### src/rtl/fetch_pkg.sv
`default_nettype none

package fetch_pkg;

  // ----------------------------------------
  // Widths
  // ----------------------------------------

  // Address and instruction width
  localparam int unsigned XLEN = 32;

  // AXI read ID width
  localparam int unsigned ID_WIDTH = 4;

  // ----------------------------------------
  // Fetch constants
  // ----------------------------------------

  // First fetch address out of reset
  localparam logic [XLEN-1:0] RESET_PC = 32'h0000_1000;

  // One instruction word per fetch
  localparam logic [XLEN-1:0] PC_STEP = 32'd4;

  // Read ID expected back on every beat
  localparam logic [ID_WIDTH-1:0] FETCH_ID = '0;

  // ----------------------------------------
  // Types
  // ----------------------------------------

  // AXI4 RRESP encoding
  typedef enum logic [1:0] {
    OKAY   = 2'b00,
    EXOKAY = 2'b01,
    SLVERR = 2'b10,
    DECERR = 2'b11
  } axi_resp_e;

  // Fetch sequencer states
  // One step per handshake, then back to idle
  typedef enum logic [1:0] {
    IDLE         = 2'b00,
    WAIT_ARREADY = 2'b01,
    WAIT_RVALID  = 2'b10,
    WAIT_READY   = 2'b11
  } fetch_state_e;

endpackage

`default_nettype wire

### src/rtl/pc_gen.sv
`timescale 1ns/1ps
`default_nettype none

module pc_gen
  import fetch_pkg::*;
(
  input  wire logic            clock,
  input  wire logic            reset,

  // Branch redirect strobe
  input  wire logic            redirect_i,
  input  wire logic [XLEN-1:0] redirect_pc_i,

  // Request handshake toward the controller
  input  wire logic            req_ready_i,
  output logic                 req_valid_o,
  output logic [XLEN-1:0]      req_pc_o
);

  // ----------------------------------------
  // Internal state
  // ----------------------------------------

  // Current fetch address
  logic [XLEN-1:0] pc_q;

  // Request flag, low only while in reset
  logic            valid_q;

  // Request accepted this cycle
  logic            req_fire;

  // Next sequential address
  logic [XLEN-1:0] pc_next_seq;

  assign req_fire    = valid_q && req_ready_i;
  assign pc_next_seq = pc_q + PC_STEP;

  // ----------------------------------------
  // Valid flag
  // ----------------------------------------

  // Always requesting once out of reset
  always_ff @(posedge clock or negedge reset) begin
    if (!reset) begin
      valid_q <= 1'b0;
    end else begin
      valid_q <= 1'b1;
    end
  end

  // ----------------------------------------
  // Program counter
  // ----------------------------------------

  always_ff @(posedge clock or negedge reset) begin
    if (!reset) begin
      pc_q <= RESET_PC;
    end else if (redirect_i) begin
      // Redirect wins over the step
      // A same-cycle handshake still carries the old pc
      pc_q <= redirect_pc_i;
    end else if (req_fire) begin
      pc_q <= pc_next_seq;
    end
  end

  // Held while the controller is busy
  assign req_valid_o = valid_q;
  assign req_pc_o    = pc_q;

endmodule

`default_nettype wire

### src/rtl/fetch_controller.sv
`timescale 1ns/1ps
`default_nettype none

module fetch_controller
  import fetch_pkg::*;
(
  input  wire logic clock,
  input  wire logic reset,

  // Request side, from pc_gen
  input  wire logic valid_pre_i,
  output logic      ready_pre_o,

  // Decode side
  output logic      valid_post_o,
  input  wire logic ready_post_i,

  // Datapath load strobes
  output logic      pc_we_o,
  output logic      inst_we_o,

  // AXI read address channel
  input  wire logic arready_i,
  output logic      arvalid_o,

  // AXI read data channel
  output logic      rready_o,
  input  wire logic rvalid_i
);

  // ----------------------------------------
  // State register
  // ----------------------------------------

  fetch_state_e state_q;
  fetch_state_e state_d;

  always_ff @(posedge clock or negedge reset) begin
    if (!reset) begin
      state_q <= IDLE;
    end else begin
      state_q <= state_d;
    end
  end

  // ----------------------------------------
  // Next state
  // ----------------------------------------

  // One step per handshake, hold otherwise
  always_comb begin
    state_d = state_q;
    case (state_q)
      IDLE: begin
        // Take a new request
        if (valid_pre_i) begin
          state_d = WAIT_ARREADY;
        end
      end
      WAIT_ARREADY: begin
        // Address accepted by the slave
        if (arready_i) begin
          state_d = WAIT_RVALID;
        end
      end
      WAIT_RVALID: begin
        // Single data beat back
        if (rvalid_i) begin
          state_d = WAIT_READY;
        end
      end
      WAIT_READY: begin
        // Decode took the result
        if (ready_post_i) begin
          state_d = IDLE;
        end
      end
      default: begin
        state_d = IDLE;
      end
    endcase
  end

  // ----------------------------------------
  // Outputs
  // ----------------------------------------

  // Handshake flags straight from the state
  assign ready_pre_o  = (state_q == IDLE);
  assign arvalid_o    = (state_q == WAIT_ARREADY);
  assign rready_o     = (state_q == WAIT_RVALID);
  assign valid_post_o = (state_q == WAIT_READY);

  // Address load on the request handshake
  assign pc_we_o   = valid_pre_i && ready_pre_o;

  // Instruction load on the data beat
  assign inst_we_o = rvalid_i && rready_o;

endmodule

`default_nettype wire

### src/rtl/fetch_datapath.sv
`timescale 1ns/1ps
`default_nettype none

module fetch_datapath
  import fetch_pkg::*;
(
  input  wire logic                clock,
  input  wire logic                reset,

  // Load strobes from the controller
  input  wire logic                pc_we_i,
  input  wire logic                inst_we_i,

  // Request address from pc_gen
  input  wire logic [XLEN-1:0]     pc_i,

  // AXI read data fields
  input  wire logic [XLEN-1:0]     rdata_i,
  input  wire axi_resp_e           rresp_i,
  input  wire logic [ID_WIDTH-1:0] rid_i,
  input  wire logic                rlast_i,

  // Latched results
  output logic [XLEN-1:0]          araddr_o,
  output logic [XLEN-1:0]          inst_o,
  output logic                     fault_o
);

  // ----------------------------------------
  // Registers
  // ----------------------------------------

  // Fetch address, also the pc seen by decode
  logic [XLEN-1:0] addr_q;

  // Returned instruction word
  logic [XLEN-1:0] inst_q;

  // Error flag for the latched beat
  logic            fault_q;

  // ----------------------------------------
  // Fault detection
  // ----------------------------------------

  logic resp_bad;
  logic id_bad;
  logic last_bad;
  logic beat_fault;

  // Anything but OKAY or EXOKAY is an error
  assign resp_bad = (rresp_i != OKAY) && (rresp_i != EXOKAY);

  // Beat belongs to another transaction
  assign id_bad   = (rid_i != FETCH_ID);

  // Single-beat read must carry RLAST
  assign last_bad = !rlast_i;

  assign beat_fault = resp_bad || id_bad || last_bad;

  // ----------------------------------------
  // Address register
  // ----------------------------------------

  // Stable from the request handshake to the next one
  always_ff @(posedge clock) begin
    if (pc_we_i) begin
      addr_q <= pc_i;
    end
  end

  // ----------------------------------------
  // Instruction register
  // ----------------------------------------

  always_ff @(posedge clock) begin
    if (inst_we_i) begin
      inst_q <= rdata_i;
    end
  end

  // Fault flag follows the same beat
  always_ff @(posedge clock or negedge reset) begin
    if (!reset) begin
      fault_q <= 1'b0;
    end else if (inst_we_i) begin
      fault_q <= beat_fault;
    end
  end

  // ----------------------------------------
  // Outputs
  // ----------------------------------------

  assign araddr_o = addr_q;
  assign inst_o   = inst_q;
  assign fault_o  = fault_q;

endmodule

`default_nettype wire

### src/rtl/fetch_unit.sv
`timescale 1ns/1ps
`default_nettype none

module fetch_unit
  import fetch_pkg::*;
(
  input  wire logic                clock,
  input  wire logic                reset,

  // Branch redirect
  input  wire logic                redirect_i,
  input  wire logic [XLEN-1:0]     redirect_pc_i,

  // AXI read address channel
  output logic [XLEN-1:0]          araddr_o,
  output logic                     arvalid_o,
  input  wire logic                arready_i,

  // AXI read data channel
  input  wire logic                rvalid_i,
  output logic                     rready_o,
  input  wire logic [XLEN-1:0]     rdata_i,
  input  wire axi_resp_e           rresp_i,
  input  wire logic [ID_WIDTH-1:0] rid_i,
  input  wire logic                rlast_i,

  // Decode handshake
  output logic                     valid_o,
  input  wire logic                ready_i,
  output logic [XLEN-1:0]          pc_o,
  output logic [XLEN-1:0]          inst_o,
  output logic                     fault_o
);

  // ----------------------------------------
  // Internal wires
  // ----------------------------------------

  // pc_gen to controller handshake
  logic            req_valid;
  logic            req_ready;
  logic [XLEN-1:0] req_pc;

  // Controller to datapath strobes
  logic            pc_we;
  logic            inst_we;

  // Latched fetch address
  logic [XLEN-1:0] fetch_addr;

  // ----------------------------------------
  // Instances
  // ----------------------------------------

  pc_gen u_pc_gen (
    .clock         (clock),
    .reset         (reset),
    .redirect_i    (redirect_i),
    .redirect_pc_i (redirect_pc_i),
    .req_ready_i   (req_ready),
    .req_valid_o   (req_valid),
    .req_pc_o      (req_pc)
  );

  fetch_controller u_fetch_controller (
    .clock        (clock),
    .reset        (reset),
    .valid_pre_i  (req_valid),
    .ready_pre_o  (req_ready),
    .valid_post_o (valid_o),
    .ready_post_i (ready_i),
    .pc_we_o      (pc_we),
    .inst_we_o    (inst_we),
    .arready_i    (arready_i),
    .arvalid_o    (arvalid_o),
    .rready_o     (rready_o),
    .rvalid_i     (rvalid_i)
  );

  fetch_datapath u_fetch_datapath (
    .clock     (clock),
    .reset     (reset),
    .pc_we_i   (pc_we),
    .inst_we_i (inst_we),
    .pc_i      (req_pc),
    .rdata_i   (rdata_i),
    .rresp_i   (rresp_i),
    .rid_i     (rid_i),
    .rlast_i   (rlast_i),
    .araddr_o  (fetch_addr),
    .inst_o    (inst_o),
    .fault_o   (fault_o)
  );

  // Same register feeds the bus and decode
  assign araddr_o = fetch_addr;
  assign pc_o     = fetch_addr;

endmodule

`default_nettype wire

### config.mk
export PLATFORM = sky130hd
export DESIGN_NAME = fetch_unit
export DESIGN_NICKNAME = d
export VERILOG_FILES = /design/src/rtl/fetch_pkg.sv /design/src/rtl/pc_gen.sv /design/src/rtl/fetch_controller.sv /design/src/rtl/fetch_datapath.sv /design/src/rtl/fetch_unit.sv
export SDC_FILE = /design/constraint.sdc
export NUM_CORES = 1
export LEC_CHECK = 0
export ABC_CLOCK_PERIOD_IN_PS = 2800
export BUFFER_PORTS_ARGS = -buffer_cell sky130_fd_sc_hd__buf_2
export CORE_ASPECT_RATIO = 1.4
export CORE_MARGIN = 5
export CORE_UTILIZATION = 48
export CTS_CLUSTER_DIAMETER = 30
export DETAILED_ROUTE_END_ITERATION = 16
export GPL_TIMING_DRIVEN = 0
export PLACE_DENSITY = 0.79
export SLEW_MARGIN = 25
export SYNTH_ARGS = -nofsm -noshare
export SYNTH_HDL_FRONTEND = slang
export SYNTH_SLANG_ARGS = --single-unit
### constraint.sdc
create_clock -name clock -period 2.8 [get_ports clock]
set_clock_uncertainty 0.2 [all_clocks]
set_input_delay 0.42 -clock clock [delete_from_list [all_inputs] [get_ports clock]]
set_output_delay 0.42 -clock clock [all_outputs]
set_load 0.03 [all_outputs]
* Word-level counts from Yosys, hierarchy flattened
Cells that the tools add are included.
Cells by class: add/sub/neg operators 1, multiply operators 0, div/mod/pow operators 0, order comparisons 0, eq/ne operators 8, shift-type cells 0, mux-type cells 7, bitwise operators 0, reductions and logical operators 11
Operators by type and width (number):
- 2-to-1 mux 32 bit | 2
- adder 32 x 3 -> 32 bit, second input constant | 1
- 2-to-1 mux 2 bit | 4
- one-hot mux 2 bit (4 select lines) | 1
- inequality test 2 x 1 -> 1 bit, second input constant | 3
- equality test 2 bit, second input constant | 2
- inequality test 2 bit, second input constant | 2
- AND reduction 4 bit | 1
- nonzero test 2 bit | 2
- nonzero test 4 bit | 1
- logical AND 1 bit | 3
- equality test 2 x 1 -> 1 bit, second input constant | 1
- zero test 2 bit | 1
- logical OR 1 bit | 2
- zero test 1 bit | 1
Storage, ports and cells: register bits after elaboration 100, latch bits 0, memory bits (writable) 0, bits in read-only memories 0, output and inout bits 100, logic and storage cells 33, memories 0

* Longest topological paths before layout
depth in word-level cells 4, gate-level depth with buffers 8, gate-level depth less buffers 7

* Hierarchy
A second synthesis with hierarchy kept.
Second synthesis, totals: cell total of the unflattened synthesis 309, area total of the unflattened synthesis 4247.8 um^2
Modules (own cells, without submodules):
- fetch_datapath | times used 1, cells each 69, area an instance 1969.4 um^2, sequential area each 1946.9 um^2
- pc_gen | times used 1, cells each 190, area an instance 1824.2 um^2, sequential area each 827.0 um^2
- fetch_unit | times used 1, cells each 32, area an instance 240.2 um^2, sequential area each 0.0 um^2
- fetch_controller | times used 1, cells each 18, area an instance 214.0 um^2, sequential area each 50.0 um^2

* Least setup slack after synthesis
OpenSTA, ideal clock, no wires.
path type register to register, start reg u_fetch_controller.state_q[0], end reg u_pc_gen.pc_q[17] (netlist: u_pc_gen.req_pc_o[17]), library setup time 69 ps, arrival time 2224 ps, required time 2531 ps, slack 307 ps, cell stages (with the launch flop) 9, path buffers 1, period minus slack after synthesis 2493 ps, cell sequence dfrtp_1 inv_1 ha_1 nand2_1 inv_1 buf_2 nand4_1 or4_1 nand3_1
On the way: longest elaborated chain between the ends 3
Ends and longest elaborated chain:
- from (decl) | RTL line fetch_controller.sv:35 | fetch_state_e state_q;
- from (signal assigned) | RTL line fetch_controller.sv:42 | state_q <= state_d;
- zero test 2 bit | RTL line fetch_controller.sv:89 | assign ready_pre_o = (state_q == IDLE);
- logical AND 1 bit
- named net pc_we | RTL line fetch_unit.sv:45 | logic pc_we;
- nonzero test 2 bit (no source line)
- to (signal assigned) | RTL line pc_gen.sv:62 | pc_q <= redirect_pc_i;
- to (signal assigned) | RTL line pc_gen.sv:64 | pc_q <= pc_next_seq;
- to (decl) | RTL line pc_gen.sv:25 | logic [XLEN-1:0] pc_q;
The timed path passes the listed nets, and every way through them passes these cells. A chain may end at the register's enable or synchronous reset.

* Final worst setup path
start reg u_fetch_controller.state_q[0], end reg u_pc_gen.pc_q[30] (netlist: u_pc_gen.req_pc_o[30])
On the way: longest elaborated chain between the ends 3
Ends and longest elaborated chain:
- zero test 2 bit | RTL line fetch_controller.sv:89
- logical AND 1 bit | RTL line pc_gen.sv:36 | assign req_fire = valid_q && req_ready_i;
- nonzero test 2 bit (no source line)
Every way passes these cells.

==> results by group <==
Run status
  – Outcome: finished, final reports clean

Yosys
  – Synthesized area: 4277 um2
  – Post-synth top cells: edfxtp_1 (64), dfrtp_1 (35), buf_4 (33)
  – Predominant post-synthesis flop cell: edfxtp_1
  – Mux contribution to synthesized area: 0.01287
  – Yosys top cell by area: edfxtp_1
  – YS warnings: 0
  – Synth Area in Simple Gates: 0.1369
  – Cell with the most instances after synthesis: edfxtp_1
  – Synth area leaders: edfxtp_1 (45%), dfrtp_1 (20%), buf_4 (5.8%)
  – Gate Count Post-Synth: 330
  – Synth Area in XOR/XNOR: 0.02253
  – Adder-cell share of the synthesized area: 0.01463
  – Synth async-reset ratio: 0.3600
  – EDFF count, synth: 64
  – Seq/Total Area, Yosys: 0.6603
  – Mean post-synth cell area: 12.96 um2
  – #FFs+latches synth: 100
  – Post-synthesis compound-gate area fraction: 0.07109
  – Main combinational cell family by area after synthesis: simple AND/OR/NAND/NOR gates
  – Synthesized Nets: 412
  – Netlist cell types: 43
  – Post-synth top area share: 0.4494

Drt
  – Vias post-DR: between 3,000 and 4,000
  – 1st-pass router iterations: 5
  – Final WL: 10,230 um
  – Routed Antenna Nets: 0
  – Iteration-0 DRC Markers: 197
  – # DRC: 0
  – WL/cell: roughly 16 um
  – Vias/cell: about 5.2

CTS
  – H-tree levels: 3
  – # clock sinks: 100
  – Clk_lat worst skew: 340 ps
  – CTS tree: yes
  – Clock Path Buffers: 2
  – Clk slew on worst S/H paths: around 60 ps
  – CTS Buf Count: 9
  – # Post-CTS Setup Buffers: 0
  – Root buffer cell: clkbuf_16

Timing
  – Setup TNS: 0 ps
  – Slew HR: 0.4522
  – # setup viols final: 0
  – Final hold violations: 0
  – Worst hold slack: 56.90 ps
  – Slew Viols, Final: 0
  – Tmin final: 2570 ps
  – Fmax achieved: 389.1 MHz
  – Worst-margin pin slew: 821.8 ps
  – Final period utilization: 0.9179
  – RSZ-0062 raised after global routing: false

Worst setup path
  – CP Class: flop to flop
  – Worst setup EP type: flop
  – Worst path required time: ~2900 ps
  – Startpoint Class: flop
  – Worst reg2reg path endpoint: u_pc_gen.req_pc_o[30]
  – Reg2reg path depth: 7
  – Crit path max fanout: 8
  – Critical path arrival: between 2000 and 3000 ps
  – R2R Path Start: u_fetch_controller.state_q[0]
  – Register-to-Register Setup Slack: 230 ps

Placement
  – IO Port Bufs: 175
  – Gpl congestion: 0.8686
  – Dpl cells: 610
  – HPWL Detailed: 7779 um

Global route
  – Initial antenna violation count: 0
  – Vias in the first global route: 3,346
  – Gr usage total: 0.1868
  – Total gr overflow: 0
  – First-pass GRT wire length: between 15,000 and 20,000 um
  – Largest net degree at the start of global routing: 42

Finish
  – Finished Layout Cells: ~630
  – Layout cells sized above 1: 0.4530
  – Final net count: 599
  – # diodes: 0
  – Area delta synth->final: 30.25%

Floorplan
  – Die area: 10,920 um2
  – Std-Cell Rows: 40
  – Chip width: ~90 um
  – Height of the die: approximately 120 um
  – Core box area: around 8700 um2
  – Initial core utilization: 0.4939
  – Io pins: about 180

Pwr
  – Cell Pwr Density: 789.7 nW/um2
  – Peak supply drop: between 500 and 600 uV
  – Leakage power: 0.002381 uW

Min path
  – Cells on Worst Hold Path: 1
  – WHS Endpoint: u_fetch_datapath.inst_o[24]
  – Hold Crit Class: input port to flop
  – Hold Crit Start: rdata_i[24]

Run
  – Max-Cap Viols: 0
worst max-delay path by stage:
stage / to / start / slack [ps]
final: u_pc_gen.req_pc_o[30] / u_fetch_controller.state_q[0] / 230
after global placement: u_pc_gen.req_pc_o[17] / u_fetch_controller.state_q[0] / -110
after detailed placement: u_pc_gen.req_pc_o[17] / u_fetch_controller.state_q[0] / -250
after CTS: u_pc_gen.req_pc_o[17] / u_fetch_controller.state_q[0] / 90
after global routing: u_pc_gen.req_pc_o[17] / u_fetch_controller.state_q[0] / 60
after floorplan: u_pc_gen.req_pc_o[17] / u_fetch_controller.state_q[0] / 310
metal layers:
| metal | vias to the layer above | global-route usage | part of all wire |
|---|---|---|---|
| li1 | 1567 | - | - |
| met1 | 1512 | 0.1991 | 0.35 |
| met2 | 141 | 0.3434 | 0.56 |
| met3 | 14 | 0.04880 | 0.072 |
| met4 | 0 | 0.08412 | 0.017 |
| met5 | - | 0 | 0 |
report_power, final:
part,switching [uW],internal [uW]
combinational,870,416
sequential,139,1860
clock,490,619
total,1500,2900
cell families (layout without fill, tap and decap cells):
| kind of cell | after synthesis | count (layout) |
|---|---|---|
| mux | 5 | 5 |
| compound gates | 48 | 48 |
| simple gates | 106 | 106 |
| fa+ha+maj | 5 | 5 |
| flops | 100 | 100 |
| xor+xnor | 11 | 11 |
| other cells | 1 | 1 |
| buf+inv | 54 | 245 |
cell type report:
type | instances | area [um2]
fillers | 706 | 3088
flip-flops and latches | 100 | 2824
multi-input cells | 176 | 1109
repair buffers | 176 | 885.9
plain buffers | 45 | 317.8
clock buffers | 11 | 242.7
well taps | 105 | 131.4
inverters | 9 | 33.78
clock inverters | 4 | 26.28
registers in the layout, summed over array words and instances, names as in the netlist:
name	cells
u_fetch_controller.state_q	2
u_pc_gen.req_pc_o	32
u_fetch_datapath.araddr_o	32
u_fetch_datapath.inst_o	32
u_fetch_datapath.fault_o	1
u_pc_gen.req_valid_o	1
repair_timing:
action | CTS | global route
gates cloned | 0 | 0
gates resized for setup | 1 | 1
hold buffers | 1 | 0
setup endpoints to repair | 4 | 3
hold endpoints to repair | 7 | 0
cells in the final DEF (no fill, tap or decap), types with 2 or more instances in the layout:
cell type,synthesis,final
a31oi_1,15,15
inv_1,9,9
o211ai_1,3,3
ha_1,5,5
nand3_1,8,8
dfrtp_1,35,35
clkbuf_1,6,7
xor2_1,5,5
o31ai_1,8,8
nor2_1,17,17
clkbuf_16,0,9
mux2_2,4,4
nand4_1,15,15
or3_1,6,6
o21ai_0,17,17
xnor2_1,6,6
or4_1,12,12
and3_2,2,2
and4_1,3,3
o31a_1,2,2
clkinv_2,0,2
buf_2,2,176
and3_1,4,4
nand2_1,27,27
edfxtp_1,64,64
buf_4,33,33
dlygate4sd1_1,3,3
nor4_1,2,2
critical path, stage by stage, from the launching register on:
cell     delay (ps)
dfrtp_1         410
inv_1           110
ha_1            250
nand3_1         130
or4_1           500
buf_2           170
or4_1           530
a31oi_1         190
per-stage QoR:
stage / util / setup WS, ps / total power (uW) / area, um2
6_report: 0.6434 / 229.9 / 4399 / 5570
4_1_cts: 0.6429 / 94.52 / 4445 / 5567
3_3_place_gp: 0.6103 / -105.5 / 3285 / 5284
3_5_place_dp: 0.6104 / -254.5 / 3331 / 5285
2_1_floorplan: - / 306.6 / 2923 / 4277
5_1_grt: 0.6434 / 59.20 / 4604 / 5570
Power figures use the tool's default switching activity.
